## config.mk

```make
export PLATFORM = sky130hd
export DESIGN_NAME = header_csum_pipe
export DESIGN_NICKNAME = d
export VERILOG_FILES = /design/src/ip_udp_pkg.sv /design/src/header_csum_pipe.sv
export VERILOG_INCLUDE_DIRS = /design/src
export SDC_FILE = /design/constraint.sdc
export NUM_CORES = 1
export LEC_CHECK = 0
export BUFFER_PORTS_ARGS = -buffer_cell sky130_fd_sc_hd__buf_2
export CAP_MARGIN = 20
export CORE_MARGIN = 4
export CORE_UTILIZATION = 56
export CTS_BUF_LIST = sky130_fd_sc_hd__clkbuf_4
export CTS_CLUSTER_SIZE = 40
export DETAILED_ROUTE_END_ITERATION = 10
export GPL_TIMING_DRIVEN = 0
export HOLD_SLACK_MARGIN = 0.12
export PLACE_DENSITY = 0.81
export SKIP_CTS_REPAIR_TIMING = 1
export SKIP_LAST_GASP = 1
export SYNTH_ARGS = -nofsm -noshare
export SYNTH_HDL_FRONTEND = slang
export SYNTH_SLANG_ARGS = --single-unit
```

## constraint.sdc

```tcl
create_clock -name clk -period 4 [get_ports clk]
set_input_delay 0.8 -clock clk [delete_from_list [all_inputs] [get_ports clk]]
set_output_delay 0.8 -clock clk [all_outputs]
set_load 0.005 [all_outputs]
```

## src/ip_udp_config.svh

```systemverilog
`ifndef IP_UDP_CONFIG_SVH
`define IP_UDP_CONFIG_SVH

// user stream geometry
`define IPU_DATA_W        32
`define IPU_KEEP_W        4    // one enable per byte

// fifo depths as address bits
`define IPU_DATA_AW       10   // payload beats, must hold the longest packet
`define IPU_INFO_AW       4    // packet summaries in flight

// fixed ipv4 header half-words
`define IPU_VER_TOS       16'h4500 // version 4, ihl 5, tos 0
`define IPU_TTL_PROTO     16'h8011 // ttl 128, protocol udp

// protocol number in the udp pseudo-header
`define IPU_PROTO_UDP     8'd17

// header sizes in bytes
`define IPU_IP_HDR_BYTES  20
`define IPU_UDP_HDR_BYTES 8

`endif

```

## src/ip_udp_pkg.sv

```systemverilog
`default_nettype none

package ip_udp_pkg;

	`include "ip_udp_config.svh"

	// one user beat, valid bytes packed from the msb
	typedef struct packed {
		logic [`IPU_DATA_W-1:0] data;
		logic [`IPU_KEEP_W-1:0] keep; // keep[3] marks data[31:24]
		logic                   last;
	} beat_t;

	// summary of a buffered packet
	typedef struct packed {
		logic [31:0] ip_src;
		logic [31:0] ip_dst;
		logic [15:0] port_src;
		logic [15:0] port_dst;
		logic [15:0] byte_cnt;  // payload bytes only
		logic [15:0] data_sum;  // folded ones' complement sum of payload
	} pkt_info_t;

	// finished ipv4 + udp header, in wire order
	typedef struct packed {
		logic [15:0] ip_ver_tos;
		logic [15:0] ip_total_len;
		logic [15:0] ip_ident;
		logic [15:0] ip_flags_frag;
		logic [15:0] ip_ttl_proto;
		logic [15:0] ip_csum;
		logic [31:0] ip_src;
		logic [31:0] ip_dst;
		logic [15:0] port_src;
		logic [15:0] port_dst;
		logic [15:0] udp_len;
		logic [15:0] udp_csum;
	} hdr_fields_t;

	// ones' complement add with end-around carry
	function automatic logic [15:0] csum_add(input logic [15:0] a, input logic [15:0] b);
		logic [16:0] s;
		s = {1'b0, a} + {1'b0, b};
		return s[15:0] + {15'd0, s[16]}; // cannot carry again
	endfunction

endpackage

`default_nettype wire

```

## src/header_csum_pipe.sv

```systemverilog
`timescale 1ns/1ps
`default_nettype none

`include "ip_udp_config.svh"

module header_csum_pipe (
	input  wire logic                  clk,
	input  wire logic                  reset_n,
	input  wire ip_udp_pkg::beat_t     beat_i,
	input  wire ip_udp_pkg::pkt_info_t info_i,
	input  wire logic                  vld_i,
	output logic                       adv_o,
	output ip_udp_pkg::beat_t          beat_o,
	output logic                       vld_o,
	output logic                       vld_pre_o,
	output ip_udp_pkg::hdr_fields_t    hdr_o,
	input  wire logic                  pipe_ready_i
);

	import ip_udp_pkg::*;

	beat_t       beat_q [1:5];
	pkt_info_t   info_q [1:5];
	logic [15:0] ulen_q [1:5];  // udp length
	logic [15:0] ilen_q [1:5];  // ip total length
	logic [5:1]  vld_q;

	// udp tree, level 0 in stage 2
	logic [15:0] u0_q, u1_q, u2_q, u3_q, u4_q;
	logic [15:0] u10_q, u11_q, u12_q;
	logic [15:0] u20_q, u21_q;
	// ip tree runs alongside
	logic [15:0] i0_q, i1_q, i2_q;
	logic [15:0] i10_q, i11_q;
	logic [15:0] i20_q;
	logic [15:0] udp_csum_q, ip_csum_q;

	// whole pipe freezes together
	assign adv_o = pipe_ready_i;

	always_ff @(posedge clk or negedge reset_n) begin
		if (!reset_n)
			vld_q <= '0;
		else if (pipe_ready_i)
			vld_q <= {vld_q[4:1], vld_i};
	end

	always_ff @(posedge clk) begin
		if (pipe_ready_i) begin
			// stage 1 lengths
			beat_q[1] <= beat_i;
			info_q[1] <= info_i;
			ulen_q[1] <= info_i.byte_cnt + 16'(`IPU_UDP_HDR_BYTES);
			ilen_q[1] <= info_i.byte_cnt + 16'(`IPU_UDP_HDR_BYTES + `IPU_IP_HDR_BYTES);
			for (int s = 2; s <= 5; s++) begin // delay line for beat and fields
				beat_q[s] <= beat_q[s-1];
				info_q[s] <= info_q[s-1];
				ulen_q[s] <= ulen_q[s-1];
				ilen_q[s] <= ilen_q[s-1];
			end

			// stage 2 pseudo-header, ports, length, payload
			u0_q <= csum_add(info_q[1].ip_src[31:16], info_q[1].ip_src[15:0]);
			u1_q <= csum_add(info_q[1].ip_dst[31:16], info_q[1].ip_dst[15:0]);
			u2_q <= csum_add(ulen_q[1], 16'(`IPU_PROTO_UDP)); // {zero, proto} + len
			u3_q <= csum_add(info_q[1].port_src, info_q[1].port_dst);
			u4_q <= csum_add(ulen_q[1], info_q[1].data_sum);  // udp hdr length word
			// ident and frag are zero, only the fixed words plus length
			i0_q <= csum_add(csum_add(`IPU_VER_TOS, `IPU_TTL_PROTO), ilen_q[1]);
			i1_q <= csum_add(info_q[1].ip_src[31:16], info_q[1].ip_src[15:0]);
			i2_q <= csum_add(info_q[1].ip_dst[31:16], info_q[1].ip_dst[15:0]);

			// stage 3
			u10_q <= csum_add(u0_q, u1_q);
			u11_q <= csum_add(u2_q, u3_q);
			u12_q <= u4_q;
			i10_q <= csum_add(i0_q, i1_q);
			i11_q <= i2_q;

			// stage 4
			u20_q <= csum_add(u10_q, u11_q);
			u21_q <= u12_q;
			i20_q <= csum_add(i10_q, i11_q);

			// stage 5 final sums, inverted
			udp_csum_q <= ~csum_add(u20_q, u21_q);
			ip_csum_q  <= ~i20_q;
		end
	end

	assign beat_o    = beat_q[5];
	assign vld_o     = vld_q[5];
	assign vld_pre_o = vld_q[4];  // next beat one stage behind

	always_comb begin
		hdr_o.ip_ver_tos    = `IPU_VER_TOS;
		hdr_o.ip_total_len  = ilen_q[5];
		hdr_o.ip_ident      = 16'h0000;
		hdr_o.ip_flags_frag = 16'h0000;   // no fragmentation
		hdr_o.ip_ttl_proto  = `IPU_TTL_PROTO;
		hdr_o.ip_csum       = ip_csum_q;
		hdr_o.ip_src        = info_q[5].ip_src;
		hdr_o.ip_dst        = info_q[5].ip_dst;
		hdr_o.port_src      = info_q[5].port_src;
		hdr_o.port_dst      = info_q[5].port_dst;
		hdr_o.udp_len       = ulen_q[5];
		hdr_o.udp_csum      = udp_csum_q;
	end

endmodule

`default_nettype wire

```

# Word level (Yosys, flattened, before mapping)
# Memories as Yosys holds them, arrays and structs flattened.
# Cells that the tools add are included.
# op_classes
n_addsub	26
n_mux	2
n_bitwise	2
# ops
op	count
16-bit by 1-bit adder with 16-bit output	12
16-bit by 16-bit adder with 17-bit output	10
16-bit inverter	2
16-bit by 16-bit adder with 17-bit output (first input constant)	1
16-bit by 5-bit adder with 17-bit output (second input constant)	1
16-bit by 4-bit adder with 16-bit output (second input constant)	1
16-bit by 5-bit adder with 16-bit output (second input constant)	1
1-bit 2-to-1 mux	2
# totals
ff_bits	261
ramBits	985
out_inout_bits	264
memories	4
# mem_list
name	depth	word_bits	read_ports	rd_clocked_by_memory_dff	wr	line	source
info_q	5	128	5	0	5	header_csum_pipe.sv:23	pkt_info_t info_q [1:5];
beat_q	5	37	5	0	5	header_csum_pipe.sv:22	beat_t beat_q [1:5];
ilen_q	5	16	5	0	5	header_csum_pipe.sv:25	logic [15:0] ilen_q [1:5];
ulen_q	5	16	5	0	5	header_csum_pipe.sv:24	logic [15:0] ulen_q [1:5];

# Depth between registers and ports, before layout
# logic_depth
depth_word	3
mapped_depth	21
mapped_depth_nobuf	21

# Least setup slack after synthesis
# OpenSTA, ideal clock, no wires.
# synth_timing
kind	reg-to-reg
start	register ulen_q[0][16] (netlist name)
end	register u4_q[14] (data pin)
setup_ps	261
arrival_time_ps	4139
required_ps	3739
path_slack_ps	-399
path_stages_with_launch	20
cell_sequence	edfxtp_1 ha_1 inv_1 fa_1 nor2b_1 o31a_1 o41ai_1 o211ai_1 o221ai_1 o21ai_0 a21o_1 a21o_1 ha_1 nor2b_1 nor2b_1 nand4_1 nor3_1 nand3_1 or4_1 xnor2_1
# synth_lines
element	line	source
end signal, assigned	header_csum_pipe.sv:67	u4_q <= csum_add(ulen_q[1], info_q[1].data_sum);
end, declared	header_csum_pipe.sv:29	logic [15:0] u0_q, u1_q, u2_q, u3_q, u4_q;

# Worst setup path in the final report
# layout_timing
start	register u21_q[0]
end	register udp_csum_q[15] (data pin)
# layout_between
elab_chain_cells	3
# layout_lines
element	line	source
start, declared	header_csum_pipe.sv:31	logic [15:0] u20_q, u21_q;
start signal, assigned	header_csum_pipe.sv:82	u21_q <= u12_q;
16-bit by 16-bit adder with 17-bit output	ip_udp_pkg.sv:43	s = {1'b0, a} + {1'b0, b};
16-bit by 1-bit adder with 16-bit output	ip_udp_pkg.sv:44	return s[15:0] + {15'd0, s[16]};
16-bit inverter	header_csum_pipe.sv:86	udp_csum_q <= ~csum_add(u20_q, u21_q);
end signal, assigned	header_csum_pipe.sv:86	
end, declared	header_csum_pipe.sv:36	logic [15:0] udp_csum_q, ip_csum_q;
# No other way between the ends.
# A chain may end at the register's enable or synchronous reset.

==> impl_metrics.env <==
export IMPL_status="complete, but fails checks"
export IMPL_violations="negative setup slack"
export IMPL_grt_max_degree=139
export IMPL_ys_seq_elements=1092
export IMPL_worstHoldEndpoint="ilen_q[0][29]$_DFFE_PP_"
export IMPL_timing_rr_end="udp_csum_q[15]$_DFFE_PP_"
export IMPL_p_comb_frac=0.256
export IMPL_synth_flop_cell="edfxtp_1"
export IMPL_peakVddDrop_uv=322
export IMPL_min_from="info_i[27]"
export IMPL_reg2reg_slack_ns=-0.69
export IMPL_drt_iter0_markers=1660
export IMPL_critical_path_top_delay_family="simple AND/OR/NAND/NOR gates"
export IMPL_avgSynthCellArea_um2=15.5
export IMPL_top_usage_layer="met2"
export IMPL_finalMaxSlewViolations=0
export IMPL_path_buf_inv=2
export IMPL_final_nets=4311
export IMPL_grt_util_met1=0.228
export IMPL_max_freq_ghz=0.213
export IMPL_critPathCaptureType="register"
export IMPL_place_gp_congestion=0.859
export IMPL_p_sw_frac=0.298
export IMPL_seqPwrFrac=0.456
export IMPL_grt_overflow_total=0
export IMPL_final_cell_mix="edfxtp_1 (1,087), clkbuf_4 (412), buf_2 (365)"
export IMPL_synth_top_family_by_area="simple AND/OR/NAND/NOR gates"
export IMPL_p_leak_nw=22.0
export IMPL_multi_input_area_um2=12300
export IMPL_layout_commonest_cell="edfxtp_1"
export IMPL_clockBufferDepth=4
export IMPL_cpMaxStageDelayCell="or4_4"
export IMPL_crit_chain="ha_2 -> inv_2 -> fa_2 -> and2b_1 -> o221a_4 -> o211ai_1 -> a21oi_2 -> a211oi_2 -> nor2b_1 -> o21ai_1 -> nand2b_1 -> ha_2 -> nor2b_4 -> nand2_1 -> inv_2 -> nand4_4 -> nor4b_4 -> nand4_4 -> or4_4 -> o2111a_1 -> xor2_1"
export IMPL_synth_area_um2=46400
export IMPL_nFillCells=5461
export IMPL_core_area_um2=82100
export IMPL_wl_per_cell_um=17.7
export IMPL_p_sw_mw=9.89
export IMPL_rsz0062_at_grt="true"
export IMPL_area_growth_pct=21.8
export IMPL_drc_errors=0
export IMPL_hold_path_class="input pin to register"
export IMPL_antenna_left=0
export IMPL_hold_viol=0
export IMPL_crit_arrival_ns=5.52
export IMPL_portBuffers=365
export IMPL_num_rows=105
export IMPL_power_per_cell_area_nw_per_um2=587
export IMPL_period_share=1.17
export IMPL_drive_gt1_frac=0.306
export IMPL_setup_tns_ns=-3.74
export IMPL_gr_usage_met3=0.0458
export IMPL_slowest_delay_ns=0.57
export IMPL_ys_types=96
export IMPL_p_total_mw=33.2
export IMPL_rr_worst_depth=21
export IMPL_crit_type="register to register"
export IMPL_cts_sinks=1092
export IMPL_timing_hold_ws_ns=0.181
export IMPL_grt_pass1_wl_mm=131
export IMPL_relSlewSlack=0.437
export IMPL_period_minus_slack_ns=4.69
export IMPL_cts_tree="done"
export IMPL_critical_path_max_fanout=3
export IMPL_grt_pass1_vias=25644
export IMPL_fin_ws_ns=-0.693
export IMPL_yosys_area_share_simple=0.0676
export IMPL_hold_depth=3
export IMPL_dr_pass1_iters=5
export IMPL_routed_wl_mm=92.2
export IMPL_synth_edff_count=1087
export IMPL_routed_via_density=5.17
export IMPL_die_area_um2=87500
export IMPL_grt_usage=0.192
export IMPL_clock_latency_ns=1.13
export IMPL_via_count=26973
export IMPL_htreeDepth=5
export IMPL_place_ws_ns=-0.817
export IMPL_die_height_um=296
export IMPL_synth_warnings=0
export IMPL_ys_seq_area_frac=0.707
export IMPL_synth_fa_ha_area_frac=0.0558
export IMPL_pwr_share_clk=0.288
export IMPL_clk_pin_slew_ns=0.07
export IMPL_power_internal_mw=23.3
export IMPL_startpoint_type="register"
export IMPL_synth_compound_area_frac=0.0603
export IMPL_ios=433
export IMPL_numCtsBuffers=293
export IMPL_synthCells=2991
export IMPL_maxCapViolCount=0
export IMPL_grt_use_met2=0.330
export IMPL_root_buffer="clkbuf_4"
export IMPL_r2r_start="u21_q[0]$_DFFE_PP_"
export IMPL_required_ns=4.82
export IMPL_synthXorXnorAreaFrac=0.0596
export IMPL_worst_pin_slew_ns=0.823
export IMPL_clock_skew_ns=0.0909
export IMPL_muxShareOfSynthArea=0.00186
export IMPL_synthArstFlopShare=0.00458
export IMPL_initial_utilization=0.565
export IMPL_chipWidth_um=296
export IMPL_finalSetupViolCount=14
export IMPL_place_hpwl_mm=59.4
export IMPL_antenna_found_initial=4
export IMPL_seq_area_um2=32800
## per-stage QoR
| step | instance area (um^2) | util | std cells |
|---|---|---|---|
| finish | 56500 | 0.688 | 5214 |
| global route | 56500 | 0.688 | 5214 |
| CTS | 53700 | 0.654 | 4983 |
| detailed placement | 50100 | 0.610 | 4497 |
| global placement | 49800 | 0.607 | 4488 |
| floorplan | 46700 | - | 3053 |
## registers in the layout (all words and copies together) (netlist names), 70 cells and up
name / flops
ilen_q: 70
ulen_q: 80
beat_q: 185
info_q: 496
## worst max path at each step
stage / slack [ns] / cells after the start / end / start
floorplan: -0.09 / 19 / u4_q[14]$_DFFE_PP_ / ulen_q[0][16]$_DFFE_PP_
global placement: -15.27 / 3 / adv_o / pipe_ready_i
detailed placement: -0.82 / 18 / i2_q[15]$_DFFE_PP_ / info_q[0][192]$_DFFE_PP_
CTS: -0.94 / 18 / i2_q[15]$_DFFE_PP_ / info_q[0][192]$_DFFE_PP_
global route: -0.87 / 21 / udp_csum_q[15]$_DFFE_PP_ / u21_q[0]$_DFFE_PP_
finish: -0.69 / 21 / udp_csum_q[15]$_DFFE_PP_ / u21_q[0]$_DFFE_PP_
## cell usage after synthesis (6+ instances only)
master / instances / area [um^2]
o21bai_1: 14 / 105
clkbuf_1: 18 / 67.6
and3_1: 27 / 169
o31ai_1: 13 / 97.6
edfxtp_1: 1087 / 32600
or2_2: 19 / 119
o311ai_0: 6 / 52.6
or3_1: 9 / 56.3
nand2b_1: 26 / 163
buf_4: 231 / 1730
nor3_1: 50 / 250
nand3_1: 73 / 365
nand3b_1: 7 / 52.6
inv_1: 107 / 402
nor4b_1: 7 / 61.3
o211ai_1: 13 / 97.6
xnor2_1: 175 / 1530
nor2_1: 147 / 552
a21o_1: 35 / 263
o21ai_0: 73 / 365
or4_1: 7 / 52.6
ha_1: 189 / 2360
o31a_1: 9 / 78.8
o41ai_1: 6 / 52.6
o21a_1: 35 / 263
xor2_1: 136 / 1190
a2111oi_0: 8 / 70.1
nand4_1: 26 / 163
a21oi_1: 103 / 515
nand2_1: 113 / 424
fa_1: 10 / 200
a31oi_1: 12 / 75.1
nor4_1: 16 / 100
nor3b_1: 18 / 135
a211oi_1: 21 / 158
nor2b_1: 23 / 144
a211o_1: 10 / 87.6
## power by group through the flow
stage / registers (mW) / logic [mW] / clock network, mW
floorplan: 15.0 / 5.75 / 0
global placement: 15.7 / 7.59 / 0
detailed placement: 15.3 / 7.76 / 0
CTS: 15.1 / 7.85 / 9.74
global route: 15.2 / 9.40 / 10.6
finish: 15.1 / 8.47 / 9.55
## worst register-to-register path, stage by stage (launching register included)
cell and delay, ns:
edfxtp_1 0.35, ha_2 0.19, inv_2 0.04, fa_2 0.36, and2b_1 0.23, o221a_4 0.20, o211ai_1 0.12, a21oi_2 0.24
a211oi_2 0.11, nor2b_1 0.13, o21ai_1 0.07, nand2b_1 0.16, ha_2 0.20, nor2b_4 0.14, nand2_1 0.07, inv_2 0.10
nand4_4 0.13, nor4b_4 0.38, nand4_4 0.17, or4_4 0.57, o2111a_1 0.28, xor2_1 0.17
## per-layer routing
| metal | up-vias | share of wire |
|---|---|---|
| met5 | - | 0 |
| met4 | 0 | 0.037 |
| met3 | 240 | 0.048 |
| met2 | 796 | 0.53 |
| met1 | 12861 | 0.39 |
| li1 | 13076 | - |
## cell type report
| class | count | area share |
|---|---|---|
| inverter | 107 | 0.00711 |
| clock inverter | 75 | 0.00851 |
| antenna | 10 | 0.000443 |
| tap | 1070 | 0.0237 |
| sequential | 1092 | 0.580 |
| multi-input combinational | 1601 | 0.219 |
| timing repair buffer | 597 | 0.0745 |
| clock buffer | 411 | 0.0546 |
| buffer | 251 | 0.0322 |
## cells by family after synthesis
group | after synthesis
DFF | 1092
adders and majority gates | 201
xor gates and xnor gates | 313
AOI/OAI and AO/OA | 414
buffers and inverters | 360
and+or+nand+nor | 601
muxes | 8
other | 2
Power figures use the tool's default switching activity.
