$ cat src/ip_udp_config.svh
`ifndef IP_UDP_CONFIG_SVH
`define IP_UDP_CONFIG_SVH

// user stream geometry
`define IPU_DATA_W        32
`define IPU_KEEP_W        4    // one enable per byte

// fifo depths as address bits
`define IPU_DATA_AW       10   // payload beats, must hold the longest packet
`define IPU_INFO_AW       4    // packet summaries in flight

// fixed ipv4 header half-words
`define IPU_VER_TOS       16'h4500 // version 4, ihl 5, tos 0
`define IPU_TTL_PROTO     16'h8011 // ttl 128, protocol udp

// protocol number in the udp pseudo-header
`define IPU_PROTO_UDP     8'd17

// header sizes in bytes
`define IPU_IP_HDR_BYTES  20
`define IPU_UDP_HDR_BYTES 8

`endif

$ cat src/ip_udp_pkg.sv
`default_nettype none

package ip_udp_pkg;

	`include "ip_udp_config.svh"

	// one user beat, valid bytes packed from the msb
	typedef struct packed {
		logic [`IPU_DATA_W-1:0] data;
		logic [`IPU_KEEP_W-1:0] keep; // keep[3] marks data[31:24]
		logic                   last;
	} beat_t;

	// summary of a buffered packet
	typedef struct packed {
		logic [31:0] ip_src;
		logic [31:0] ip_dst;
		logic [15:0] port_src;
		logic [15:0] port_dst;
		logic [15:0] byte_cnt;  // payload bytes only
		logic [15:0] data_sum;  // folded ones' complement sum of payload
	} pkt_info_t;

	// finished ipv4 + udp header, in wire order
	typedef struct packed {
		logic [15:0] ip_ver_tos;
		logic [15:0] ip_total_len;
		logic [15:0] ip_ident;
		logic [15:0] ip_flags_frag;
		logic [15:0] ip_ttl_proto;
		logic [15:0] ip_csum;
		logic [31:0] ip_src;
		logic [31:0] ip_dst;
		logic [15:0] port_src;
		logic [15:0] port_dst;
		logic [15:0] udp_len;
		logic [15:0] udp_csum;
	} hdr_fields_t;

	// ones' complement add with end-around carry
	function automatic logic [15:0] csum_add(input logic [15:0] a, input logic [15:0] b);
		logic [16:0] s;
		s = {1'b0, a} + {1'b0, b};
		return s[15:0] + {15'd0, s[16]}; // cannot carry again
	endfunction

endpackage

`default_nettype wire

$ cat src/frame_sequencer.sv
`timescale 1ns/1ps
`default_nettype none

`include "ip_udp_config.svh"

module frame_sequencer (
	input  wire logic                     clk,
	input  wire logic                     reset_n,
	input  wire ip_udp_pkg::beat_t        beat_i,
	input  wire logic                     vld_i,
	input  wire logic                     vld_pre_i,
	input  wire ip_udp_pkg::hdr_fields_t  hdr_i,
	output logic                          pipe_ready_o,
	output logic [`IPU_DATA_W-1:0]        ip_udp_tdata_o,
	output logic [`IPU_KEEP_W-1:0]        ip_udp_tkeep_o,
	output logic                          ip_udp_tlast_o,
	output logic                          ip_udp_tvld_o,
	input  wire logic                     ip_udp_rdy_i
);

	import ip_udp_pkg::*;

	// state names the word loaded on the next ready cycle
	typedef enum logic [3:0] {
		IDLE,
		S_IP_LEN,
		S_IP_ID,
		S_IP_CSUM,
		S_IP_SRC,
		S_IP_DST,
		S_UDP_PORTS,
		S_UDP_LEN,
		S_PAYLOAD
	} state_t;

	state_t                 state_q, state_d;
	logic [`IPU_DATA_W-1:0] word_d;
	logic [`IPU_KEEP_W-1:0] keep_d;
	logic                   last_d;
	logic                   vld_d;

	// header states keep the pipe frozen on the current packet
	assign pipe_ready_o = !vld_i || (state_q == S_PAYLOAD && ip_udp_rdy_i);

	always_comb begin
		state_d = state_q;
		case (state_q)
			IDLE:        if (vld_i && ip_udp_rdy_i) state_d = S_IP_ID; // word 0 loads here
			S_IP_LEN:    if (ip_udp_rdy_i) state_d = S_IP_ID;
			S_IP_ID:     if (ip_udp_rdy_i) state_d = S_IP_CSUM;
			S_IP_CSUM:   if (ip_udp_rdy_i) state_d = S_IP_SRC;
			S_IP_SRC:    if (ip_udp_rdy_i) state_d = S_IP_DST;
			S_IP_DST:    if (ip_udp_rdy_i) state_d = S_UDP_PORTS;
			S_UDP_PORTS: if (ip_udp_rdy_i) state_d = S_UDP_LEN;
			S_UDP_LEN:   if (ip_udp_rdy_i) state_d = S_PAYLOAD;
			S_PAYLOAD: begin
				if (ip_udp_rdy_i && vld_i && beat_i.last)
					state_d = vld_pre_i ? S_IP_LEN : IDLE; // back-to-back packet
			end
			default:     state_d = IDLE;
		endcase
	end

	// word for the output register
	always_comb begin
		word_d = '0;
		keep_d = '1;    // header words are full
		last_d = 1'b0;
		vld_d  = 1'b1;
		case (state_q)
			IDLE, S_IP_LEN: begin
				word_d = {hdr_i.ip_ver_tos, hdr_i.ip_total_len};
				vld_d  = vld_i;  // always set in S_IP_LEN
			end
			S_IP_ID:     word_d = {hdr_i.ip_ident, hdr_i.ip_flags_frag};
			S_IP_CSUM:   word_d = {hdr_i.ip_ttl_proto, hdr_i.ip_csum};
			S_IP_SRC:    word_d = hdr_i.ip_src;
			S_IP_DST:    word_d = hdr_i.ip_dst;
			S_UDP_PORTS: word_d = {hdr_i.port_src, hdr_i.port_dst};
			S_UDP_LEN:   word_d = {hdr_i.udp_len, hdr_i.udp_csum};
			S_PAYLOAD: begin
				word_d = beat_i.data;
				keep_d = beat_i.keep;
				last_d = vld_i && beat_i.last;
				vld_d  = vld_i;  // bubble while the pipe refills
			end
			default:     vld_d = 1'b0;
		endcase
	end

	always_ff @(posedge clk or negedge reset_n) begin
		if (!reset_n) begin
			state_q        <= IDLE;
			ip_udp_tvld_o  <= 1'b0;
			ip_udp_tlast_o <= 1'b0;
		end else begin
			state_q <= state_d;
			if (ip_udp_rdy_i) begin  // hold everything under back-pressure
				ip_udp_tvld_o  <= vld_d;
				ip_udp_tlast_o <= last_d;
			end
		end
	end

	always_ff @(posedge clk) begin
		if (ip_udp_rdy_i) begin
			ip_udp_tdata_o <= word_d;
			ip_udp_tkeep_o <= keep_d;
		end
	end

endmodule

`default_nettype wire

$ cat config.mk
export PLATFORM = sky130hd
export DESIGN_NAME = frame_sequencer
export DESIGN_NICKNAME = d
export VERILOG_FILES = /design/src/ip_udp_pkg.sv /design/src/frame_sequencer.sv
export VERILOG_INCLUDE_DIRS = /design/src
export SDC_FILE = /design/constraint.sdc
export NUM_CORES = 1
export LEC_CHECK = 0
export BUFFER_PORTS_ARGS = -buffer_cell sky130_fd_sc_hd__buf_2
export CAP_MARGIN = 20
export CORE_AREA = 3 3 119 121
export CTS_BUF_LIST = sky130_fd_sc_hd__clkbuf_8
export DETAILED_ROUTE_END_ITERATION = 10
export DIE_AREA = 0 0 122 124
export SYNTH_ARGS = -nofsm -noshare
export SYNTH_HDL_FRONTEND = slang
export SYNTH_SLANG_ARGS = --single-unit
$ cat constraint.sdc
create_clock -name clk -period 3.2 [get_ports clk]
set_input_delay 0.32 -clock clk [delete_from_list [all_inputs] [get_ports clk]]
set_output_delay 0.32 -clock clk [all_outputs]
set_load 0.03 [all_outputs]
After elaboration in Yosys (flattened, before gate mapping). Index checks and enable logic that the tools add are counted.

Memories kept: 0. Register bits after elaboration: 42. ROM bits: 0. Bits in latches: 0. RAM bits: 0.

Mux-type cells: 14. $lt $le $gt $ge: 0. Bitwise operators: 0. Shift operators: 0. Reduce and logical (&&, ||, !) cells: 11. $mul: 0. Divide/modulo/power cells: 0. Equal/unequal tests: 17. Add/subtract/negate cells: 0.

Operators with widths (count): case mux 32 bit (8 select lines) (1); two-way mux 4 bit (9); case mux 4 bit (9 select lines) (1); equality test 4 x 3 -> 1 bit (second input constant) (4); != test 2 bit (second input constant) (8); AND reduction 9 bit (1); equality test 4 x 2 -> 1 bit (second input constant) (2); OR reduction 6 bit (1); equality test 4 x 1 -> 1 bit (second input constant) (1); equality test 4 bit (second input constant) (1); logical AND 1 bit (4); logical NOT 4 bit (1); OR reduction 3 bit (1); two-way mux 1 bit (2); != test 2 x 1 -> 1 bit (second input constant) (1); case mux 1 bit (2 select lines) (1); OR reduction 2 bit (1); logical NOT 1 bit (1); logical OR 1 bit (1).

Logic depth before layout (Yosys ltp). Gate-level depths: netlist of run 1.

Depth in word-level cells: 4. Depth in mapped cells: 6. Mapped depth without buffers: 3.

Worst setup path before layout of run 1. No wires, ideal clock.

Kind: flip-flop to output port. Start point: register state_q[2]. End point: output port pipe_ready_o. Buffers on the path: 2. Cell stages (with the launch flop): 6. Data required time: 2880 ps. Slack: 1497 ps. Arrival: 1383 ps. Path through: dfrtp_1 -> buf_4 -> nor4b_4 -> buf_2 -> nand2_1 -> nand2_1.

Word-level cells in the longest chain between the ends: 3.

Ends and longest elaborated chain: from (decl) (RTL line frame_sequencer.sv:36) `state_t state_q, state_d;`; from (signal assigned) (RTL line frame_sequencer.sv:97) `state_q <= state_d;`; equality test 4 bit (RTL line frame_sequencer.sv:43) `assign pipe_ready_o = !vld_i || (state_q == S_PAYLOAD && ip_udp_rdy_i);`; logical AND 1 bit (RTL line frame_sequencer.sv:43); logical OR 1 bit (RTL line frame_sequencer.sv:43); to (decl) (RTL line frame_sequencer.sv:13) `output logic pipe_ready_o,`.

No other way between the ends.

Worst setup path in the final report of run 1.
Start point: register state_q[3]. End point: output port pipe_ready_o.

Same word-level chain as after synthesis.

==> metrics.md, run 1 <==
| Metric | Value |
|---|---|
| Outcome | finished, final reports clean |
| I/O pin count | 305 |
| Final worst path period need | 2.52 ns |
| CP max FO | 19 |
| Switching power | 2100 uW |
| Initial DRC Count | approximately 300 |
| PortBufs | 304 |
| Max Clock Freq | approximately 0.4 GHz |
| Worst path arrival time | around 2.2 ns |
| Final setup fails | 0 |
| Endpoints failing hold | 0 |
| Root Driver | clkbuf_8 |
| Kind of critical path | flip-flop to output pin |
| Synth Area per Inst | ~9 um^2 |
| Row Count | 42 |
| Critical Path RT | 2.88 ns |
| ANT nets after route | 0 |
| DP Area | 5480 um^2 |
| GRT Util Overall | 19.2% |
| Clock buffer count from CTS | 5 |
| Total power | 4390 uW |
| Nets | 964 |
| Reg-to-Reg End | ip_udp_tvld_o |
| CTS H-tree depth | 2 |
| Grt ovf | 0 |
| Number of remaining DRC errors | 0 |
| Routed via count | 4454 |
| Die Width | about 120 um |
| Worst-path clk slew | 0.09 ns |
| Hold Crit Depth | 2 |
| Inst Count DP | between 800 and 900 |
| Clock Skew | around 0.0091 ns |
| Setup crit end kind | output pin |
| Share of total power in the clock network | under 10% |
| Die H | 124 um |
| Synthesis-to-layout area growth | 43.6% |
| Clk sink count | 42 |
| Mapped cell area | 3890 um^2 |
| Worst slew margin | ~40% |
| Synth async-reset ratio | between 10% and 20% |
| RSZ-0062 raised after global routing | false |
| EDFF count, synth | 36 |
| Cells after Synth | between 400 and 500 |
| Vias in the first global route | 4398 |
| Sw frac | a little under half |
| Top FF cell, synth | edfxtp_1 |
| Internal | 2290 uW |
| Worst-margin pin slew | approximately 0.90 ns |
| Clock Tree Buf Depth | 2 |
| Max_cap viols | 0 |
| Initial antenna violation count | 0 |
| Final Max Tran Viols | 0 |
| Post-CTS Setup Bufs | 0 |
| HPWL after detailed placement | 12700 um |
| Reg power frac | between 20 and 30% |
| Largest net degree at the start of global routing | 54 |
| Drt wl/cell | around 18 um |
| TNS Setup | 0 ns |
| Commonest non-fill, non-tap cells in the layout | buf_2 (304), o21ai_0 (46), edfxtp_1 (36), and3_1 (35), nor2b_1 (34) |
| Fill count | 1322 |
| Worst setup SP type | flip-flop |
| Detailed-route wire length | 15900 um |
| Pre-antenna DRT Iters | 4 |
| YS warnings | 0 |
| Pwr Density | 785 nW/um^2 |
| Max VDD drop | 0.287 mV |
| Hold crit path type | primary input to flip-flop |
| Reg2reg start | state_q[1] |
| CTS tree | yes |
| Comb power frac | 62.1% |
| Core area | around 13000 um^2 |
| Most common cell after layout, fill and taps aside | buf_2 |
| Flops & latches, synth | 42 |
| Initial Util | 29.5% |
| Final instance area | 5590 um^2 |
| Reg2reg path depth | 4 |
| Hold Startpoint | beat_i[3] |
| Sink of the worst hold path | ip_udp_tkeep_o[2] |
| ANT cells | 0 |
| Share of layout cells above drive strength 1 | 49.3% |
| Later-pin clock latency in the skew report | slightly below 0.3 ns |
| Leak | 0.00271 uW |
| Fin cells | 874 |
| Vias/cell | just over 5 |
| Library cells used by synthesis | 46 |
| Die area | approximately 15000 um^2 |
| Reg2reg setup slack | 0.80 ns |
| Proportion of synthesized chip area in sequential cells | a little under a third |
| GP Congestion | about 0.85 |
| Final period utilization | 78.8% |
| Synth Net Count | just under 700 |
| Global-route wire length before repair | approximately 23000 um |
## synth_stat cells (2+ instances only)
master | number | share of area [%]
o21ai_0 | 46 | 5.9
edfxtp_1 | 36 | 28
and3_1 | 35 | 5.6
nor2b_1 | 34 | 5.5
mux2i_1 | 32 | 8.2
clkbuf_1 | 19 | 1.8
and3b_1 | 18 | 4.0
mux2_2 | 18 | 5.2
a22oi_1 | 17 | 3.3
nand3_1 | 17 | 2.2
and2_1 | 15 | 2.4
o22a_1 | 15 | 3.4
a221oi_1 | 14 | 3.1
a31oi_1 | 14 | 2.2
buf_2 | 14 | 1.8
nor3b_1 | 13 | 2.5
buf_4 | 6 | 1.2
dfrtp_1 | 6 | 3.9
nand2_1 | 6 | 0.58
nor2_1 | 6 | 0.58
nand2b_1 | 4 | 0.64
o21ai_1 | 4 | 0.51
buf_6 | 3 | 0.87
inv_1 | 3 | 0.29
a41oi_1 | 2 | 0.45
clkbuf_2 | 2 | 0.26
nand3b_1 | 2 | 0.39
nor4b_4 | 2 | 1.2
or3b_1 | 2 | 0.45
## routing by layer
metal / global-route usage [%] / vias up / wire length (um)
li1: - / 2177 / -
met1: 22.4 / 2019 / 6110
met2: 35.7 / 235 / 8200
met3: 3.68 / 23 / 1300
met4: 5.60 / 0 / 316
met5: 0 / - / 0
## state kept, by name (all words and copies together) (netlist names)
| signal | cells |
|---|---|
| ip_udp_tvld_o | 1 |
| ip_udp_tkeep_o | 4 |
| ip_udp_tdata_o | 32 |
| ip_udp_tlast_o | 1 |
| state_q | 4 |
## worst max-delay path by stage
stage                          start       endpoint  cells after the start
after global routing      state_q[3]   pipe_ready_o                      4
after CTS                 state_q[3]   pipe_ready_o                      4
after global placement    state_q[1]  ip_udp_tvld_o                      4
final                     state_q[3]   pipe_ready_o                      4
after floorplan           state_q[2]   pipe_ready_o                      5
after detailed placement  state_q[1]  ip_udp_tvld_o                      4
## layout make-up
| class | count | area [um^2] | area share (%) |
|---|---|---|---|
| clock buffers | 5 | 68.8 | 1.23 |
| repair buffers | 314 | 1600 | 28.6 |
| multi-input cells | 332 | 2420 | 43.3 |
| well taps | 176 | 220 | 3.94 |
| clock inverters | 2 | 33.8 | 0.604 |
| flip-flops and latches | 42 | 1240 | 22.2 |
| inverters | 3 | 11.3 | 0.201 |
## cells by family (layout without fill, tap and decap cells)
kind of cell,count (synthesis),in the layout,synth area share [%]
AND/OR/NAND/NOR,162,162,27.9
AO/OA/AOI/OAI,119,119,20.6
multiplexers,50,50,13.4
buffers and inverters,48,324,6.30
flip-flops,42,42,31.6
XOR/XNOR,1,1,0.225
## what timing repair did
| action | in CTS | in global routing |
|---|---|---|
| resized for setup | 0 | 0 |
| hold buffers | 1 | 0 |
| endpoints found under the hold margin | 6 | 0 |
## power groups by stage
stage | Sequential [uW] | Combinational [uW] | Clock (uW)
6_report | 1240 | 2730 | 418
5_1_grt | 1280 | 2950 | 451
4_1_cts | 1250 | 2740 | 431
3_5_place_dp | 1270 | 2730 | 0
3_3_place_gp | 1250 | 2670 | 0
2_1_floorplan | 1480 | 1750 | 0
## critical path, cell delays in order (launching register included)
cell and delay [ns]:
dfrtp_1 0.74, nor4b_4 0.76, nand2_1 0.12, nand2_1 0.09, buf_2 0.19
## per-stage QoR
step                      hold slack (ns)  utilization [%]  setup slack [ns]
after global placement              0.152             41.5             0.858
after CTS                           0.279             42.4             0.631
after detailed placement            0.153             41.5             0.773
after global routing                0.274             42.4             0.443
after floorplan                    0.0244                -              1.50
final                               0.287             42.4             0.678
Note: power is estimated with default switching activity, not from simulation.
==> run 2, diff against run 1 <==
==> constraint.sdc (replaced) <==
create_clock -name clk -period 2.6 [get_ports clk]
set_input_delay 0.26 -clock clk [delete_from_list [all_inputs] [get_ports clk]]
set_output_delay 0.26 -clock clk [all_outputs]
set_load 0.03 [all_outputs]
==> run 2 against run 1 <==
Global-route usage is 0.067 points lower. Final area rose by 0.78%. Sequential power is 18% higher. Setup slack worse by 0.24 ns. Total power increased by 22%. Critical endpoint unchanged. First-iteration DRC count up 19%. Largest power group unchanged. Sequential share of layout area fell by 0.17 points.
==> metrics.md, run 2 (synthesis results as in run 1) <==
| Metric | Value |
|---|---|
| Switching power | 2560 uW |
| Reg2reg path depth | 3 |
| Global-route wire length before repair | 22500 um |
| Worst slew margin | 57.1% |
| Clock buffer count from CTS | 5 |
| Clock Tree Buf Depth | 2 |
| Internal | 2780 uW |
| Max_cap viols | 0 |
| Reg2reg setup slack | between 0.5 and 0.6 ns |
| Initial antenna violation count | 1 |
| TNS Setup | 0 ns |
| Kind of critical path | flip-flop to output pin |
| GRT Util Overall | 19.2% |
| Nets | just under 1000 |
| Comb power frac | 64.5% |
| Leak | about 0.0027 uW |
| Reg-to-Reg End | ip_udp_tdata_o[14] |
| Vias/cell | about 5 |
| Worst-path clk slew | 0.09 ns |
| Critical-path top delay cell | dfrtp_4 |
| GP Congestion | roughly 0.86 |
| Final setup fails | 0 |
| Worst path arrival time | approximately 1.9 ns |
| Sw frac | approximately 48% |
| Later-pin clock latency in the skew report | 0.29 ns |
| Met2 Track Usage GR | 35.5% |
| Commonest non-fill, non-tap cells in the layout | buf_2 (304), o21ai_0 (46), edfxtp_1 (36), and3_1 (35), nor2b_1 (34) |
| Cell chain of the critical path | buf_4 -> nor4b_4 -> nand2_1 -> nand2_1 -> buf_2 |
| Max reg flops | 32 |
| Critical Path RT | 2.34 ns |
| I/O pin count | 305 |
| CTS H-tree depth | 2 |
| Initial Util | 29.5% |
| Reg power frac | 27.4% |
| Share of total power in the clock network | 8.1% |
| ANT nets after route | 0 |
| HPWL after detailed placement | 13000 um |
| Critical Path Most Common Cell | nand2_1 |
| CTS tree | yes |
| Pre-antenna DRT Iters | 4 |
| Final Max Tran Viols | 0 |
| Drt wl/cell | 18.1 um |
| Max Clock Freq | 0.462 GHz |
| Hold crit path type | primary input to flip-flop |
| Number of remaining DRC errors | 0 |
| Hold Crit Depth | 2 |
| RSZ-0062 raised after global routing | false |
| End of the critical path | pipe_ready_o |
| Die H | 124 um |
| Final period utilization | 83.2% |
| Grt peak-use layer | met2 |
| Clock Skew | approximately 0.0079 ns |
| Initial DRC Count | 362 |
| Total power | 5340 uW |
| Vias in the first global route | around 4400 |
| Largest net degree at the start of global routing | 51 |
| Worst setup SP type | flip-flop |
| Crit path launch | state_q[2] |
| ANT cells | 0 |
| Most common cell after layout, fill and taps aside | buf_2 |
| Die area | about 15000 um^2 |
| Setup crit end kind | output pin |
| PortBufs | 304 |
| Row Count | 42 |
| M3 GR Usage | 3.72% |
| Reg2reg start | state_q[0] |
| Die Width | 122 um |
| Pwr Density | 948 nW/um^2 |
| Top register by number of flip-flops | ip_udp_tdata_o |
| Routed via count | 4507 |
| GR Util met1 | 22.3% |
| Max VDD drop | 0.411 mV |
| Clk sink count | 42 |
| Root Driver | clkbuf_8 |
| Outcome | finished, final reports clean |
| Detailed-route wire length | 16000 um |
| Post_cts resized | 0 |
| Worst-margin pin slew | 0.643 ns |
| Grt ovf | 0 |
| Share of layout cells above drive strength 1 | about half |
| CP max FO | 38 |
| Worst stage delay on the critical path | 0.63 ns |
| Final worst path period need | 2.16 ns |
| Endpoints failing hold | 0 |
| Largest registers | ip_udp_tdata_o: 32 flops, ip_udp_tkeep_o: 4 flops, state_q: 4 flops |
| Synthesis-to-layout area growth | 44.7% |
| Core area | roughly 13000 um^2 |
-- run 2: layout make-up --
type	instances	area (um^2)
fill	1358	7550
sequential	42	1240
clock buffer	5	68.8
multi-input combinational	332	2420
inverter	3	11.3
tap	176	220
clock inverter	3	17.5
timing repair buffer	322	1660
-- run 2: power groups by stage --
stage | registers, uW | logic, uW | clock network, uW
after floorplan | 1820 | 2160 | 0
after global placement | 1470 | 3380 | 0
after detailed placement | 1490 | 3440 | 0
after CTS | 1470 | 3450 | 458
after global routing | 1510 | 3730 | 479
final | 1460 | 3440 | 433
-- run 2: worst min-delay path by stage --
stage	from	endpoint	slack [ns]
2_1_floorplan	reset_n	ip_udp_tlast_o	-0.04
3_3_place_gp	reset_n	ip_udp_tlast_o	0.09
3_5_place_dp	reset_n	ip_udp_tlast_o	0.09
4_1_cts	beat_i[1]	ip_udp_tkeep_o[0]	0.21
5_1_grt	beat_i[3]	ip_udp_tkeep_o[2]	0.21
6_report	beat_i[1]	ip_udp_tkeep_o[0]	0.22
-- run 2: routing by layer --
| layer | up-vias | wire length (um) | share of wire [%] |
|---|---|---|---|
| met2 | 233 | 8250 | 52 |
| met4 | 2 | 359 | 2.2 |
| li1 | 2191 | - | - |
| met5 | - | 13 | 0.081 |
| met1 | 2057 | 6000 | 38 |
| met3 | 24 | 1360 | 8.5 |
-- run 2: timing repair --
action,4_1_cts,5_1_grt
endpoints found under the hold margin,6,0
hold buffers,1,0
setup buffers,0,0
-- run 2: through the flow --
stage / util, % / worst slack, ns / cells / area, um^2 / hold WS [ns]
floorplan: - / 0.957 / 422 / 3890 / -0.0356
global placement: 42.0 / 0.641 / 874 / 5540 / 0.0878
detailed placement: 42.0 / 0.572 / 874 / 5540 / 0.0934
CTS: 42.7 / 0.427 / 883 / 5640 / 0.210
global route: 42.7 / 0.296 / 883 / 5640 / 0.215
finish: 42.7 / 0.437 / 883 / 5640 / 0.222
-- run 2: worst max-delay path: cells and delay by family, from the launching register on --
family        cells  cell delay [ns]
flops             1             0.63
simple gates      3             0.51
buf+inv           2             0.47
==> run 3, diff against run 2 <==
==> constraint.sdc (replaced) <==
create_clock -name clk -period 2.03 [get_ports clk]
set_input_delay 0.203 -clock clk [delete_from_list [all_inputs] [get_ports clk]]
set_output_delay 0.203 -clock clk [all_outputs]
set_load 0.03 [all_outputs]
==> run 3 against run 2 <==
Register-to-register slack worse by 0.36 ns. Critical path depth increased by 1. Final area is 3.0% higher. Largest power group unchanged. Clock skew up 0.00085 ns. Global-route usage grew 0.28 points.
==> metrics.md, run 3 (synthesis results as in run 1) <==
| Metric | Value |
|---|---|
| Clock Tree Buf Depth | 2 |
| Final Max Tran Viols | 0 |
| Final setup fails | 0 |
| Max Clock Freq | 0.518 GHz |
| Pwr Density | 1250 nW/um^2 |
| Pre-antenna DRT Iters | 5 |
| TNS Setup | 0 ns |
| Nets | 979 |
| Grt ovf | 0 |
| GP Congestion | 0.871 |
| Die H | 124 um |
| Initial DRC Count | 289 |
| Detailed-route wire length | 16000 um |
| CP max FO | 53 |
| Reg-to-Reg End | state_q[0] |
| Hold crit path type | primary input to flip-flop |
| RSZ-0062 raised after global routing | true |
| Setup ws final | around 0.10 ns |
| Cell chain of the critical path | buf_12 -> nor4b_4 -> buf_12 -> nand2_1 -> nand2_1 -> buf_4 |
| Vias in the first global route | 4467 |
| Critical-path top delay cell | dfrtp_4 |
| Reg2reg setup slack | 0.18 ns |
| End of the critical path | pipe_ready_o |
| Worst path arrival time | 1.73 ns |
| Kind of critical path | flip-flop to output pin |
| Worst slew margin | 52.5% |
| Fill count | about 1400 |
| Root Driver | clkbuf_8 |
| GRT Util Overall | 19.4% |
| Reg2reg path depth | 6 |
| Later-pin clock latency in the skew report | 0.29 ns |
| Clk sink count | 42 |
| Global-route wire length before repair | 23000 um |
| Top register by number of flip-flops | ip_udp_tdata_o |
| Most common cell after layout, fill and taps aside | buf_2 |
| Inst Count DP | 878 |
| Commonest non-fill, non-tap cells in the layout | buf_2 (303), o21ai_0 (46), edfxtp_1 (36), and3_1 (35), nor2b_1 (33) |
| Max VDD drop | 0.528 mV |
| Clock Skew | 0.00878 ns |
| Max_cap viols | 0 |
| HPWL after detailed placement | 13000 um |
| Initial Util | 29.5% |
| Vias/cell | 5.13 |
| Largest registers | ip_udp_tdata_o: 32 flops, ip_udp_tkeep_o: 4 flops, state_q: 4 flops |
| Worst path bufs/invs | 3 |
| Row Count | 42 |
| Routed via count | 4573 |
| Final worst path period need | 1.93 ns |
| Clock buffer count from CTS | 5 |
| Fin util | 44.0% |
| Leak | 0.00282 uW |
| CTS tree | yes |
| Worst setup SP type | flip-flop |
| CTS H-tree depth | 2 |
| Synthesis-to-layout area growth | 49.1% |
| Initial antenna violation count | 3 |
| Crit path launch | state_q[2] |
| Core area | 13200 um^2 |
| Critical Path Stages | 6 |
| Largest delay share family, worst path | flip-flops |
| Share of layout cells above drive strength 1 | 50.7% |
| Worst stage delay on the critical path | 0.50 ns |
| Setup crit end kind | output pin |
| Reg2reg start | state_q[2] |
| Worst-margin pin slew | 0.713 ns |
| Max reg flops | 32 |
| Die Width | 122 um |
| Critical Path RT | 1.83 ns |
| Largest net degree at the start of global routing | 54 |
| Worst-path clk slew | 0.09 ns |
| ANT nets after route | 0 |
| Outcome | finished, final reports clean |
| Die area | 15100 um^2 |
| DP Worst Slack | ~0.15 ns |
| PortBufs | ~300 |
| Drt wl/cell | 18.0 um |
| I/O pin count | roughly 310 |
| Endpoints failing hold | 0 |
| Final period utilization | a little over nine tenths |
| Fin cells | 891 |
| Number of remaining DRC errors | 0 |
run 3: area by class of cell:
type / instances / area, um^2 / area share [%]
multi-input cells: 332 / 2420 / 41.7
repair buffers: 329 / 1800 / 31.0
flip-flops and latches: 42 / 1240 / 21.4
well taps: 176 / 220 / 3.79
clock buffers: 5 / 68.8 / 1.19
clock inverters: 3 / 41.3 / 0.711
inverters: 3 / 11.3 / 0.194
diodes: 1 / 2.50 / 0.0431
run 3: where the power goes:
part / internal (uW) / switching [uW] / total [uW]
combinational: 2030 / 2780 / 4810
clock: 363 / 323 / 686
sequential: 1510 / 234 / 1740
run 3: metal layers:
layer | vias to the layer above | global-route usage (%) | wire, um
met1 | 2098 | 22.5 | 6110
li1 | 2203 | - | -
met2 | 238 | 35.8 | 8120
met4 | 4 | 5.81 | 352
met5 | - | 0 | 27
met3 | 30 | 4.36 | 1390
run 3: worst min-delay path by stage:
stage	from	end	slack, ns	cells past startpoint
after global placement	reset_n	ip_udp_tlast_o	0.04	1
after detailed placement	reset_n	ip_udp_tlast_o	0.04	1
after floorplan	reset_n	ip_udp_tlast_o	-0.09	0
after CTS	beat_i[2]	ip_udp_tkeep_o[1]	0.16	2
after global routing	beat_i[4]	ip_udp_tkeep_o[3]	0.16	2
final	beat_i[2]	ip_udp_tkeep_o[1]	0.17	2
run 3: metrics by stage:
| stage | total power, uW | cell area (um^2) | hold WS (ns) |
|---|---|---|---|
| floorplan | 5090 | 3890 | -0.0926 |
| global placement | 6490 | 5660 | 0.0417 |
| detailed placement | 6570 | 5660 | 0.0439 |
| CTS | 7290 | 5800 | 0.160 |
| global route | 7740 | 5810 | 0.158 |
| finish | 7240 | 5810 | 0.168 |
run 3: repair_timing:
action / in CTS / in global routing
pin swaps: 1 / 1
gates resized for setup: 1 / 2
buffers inserted: 3 / 0
endpoints found under the setup margin: 1 / 3
hold buffers: 1 / 0
cloned: 0 / 0
endpoints found under the hold margin: 6 / 0
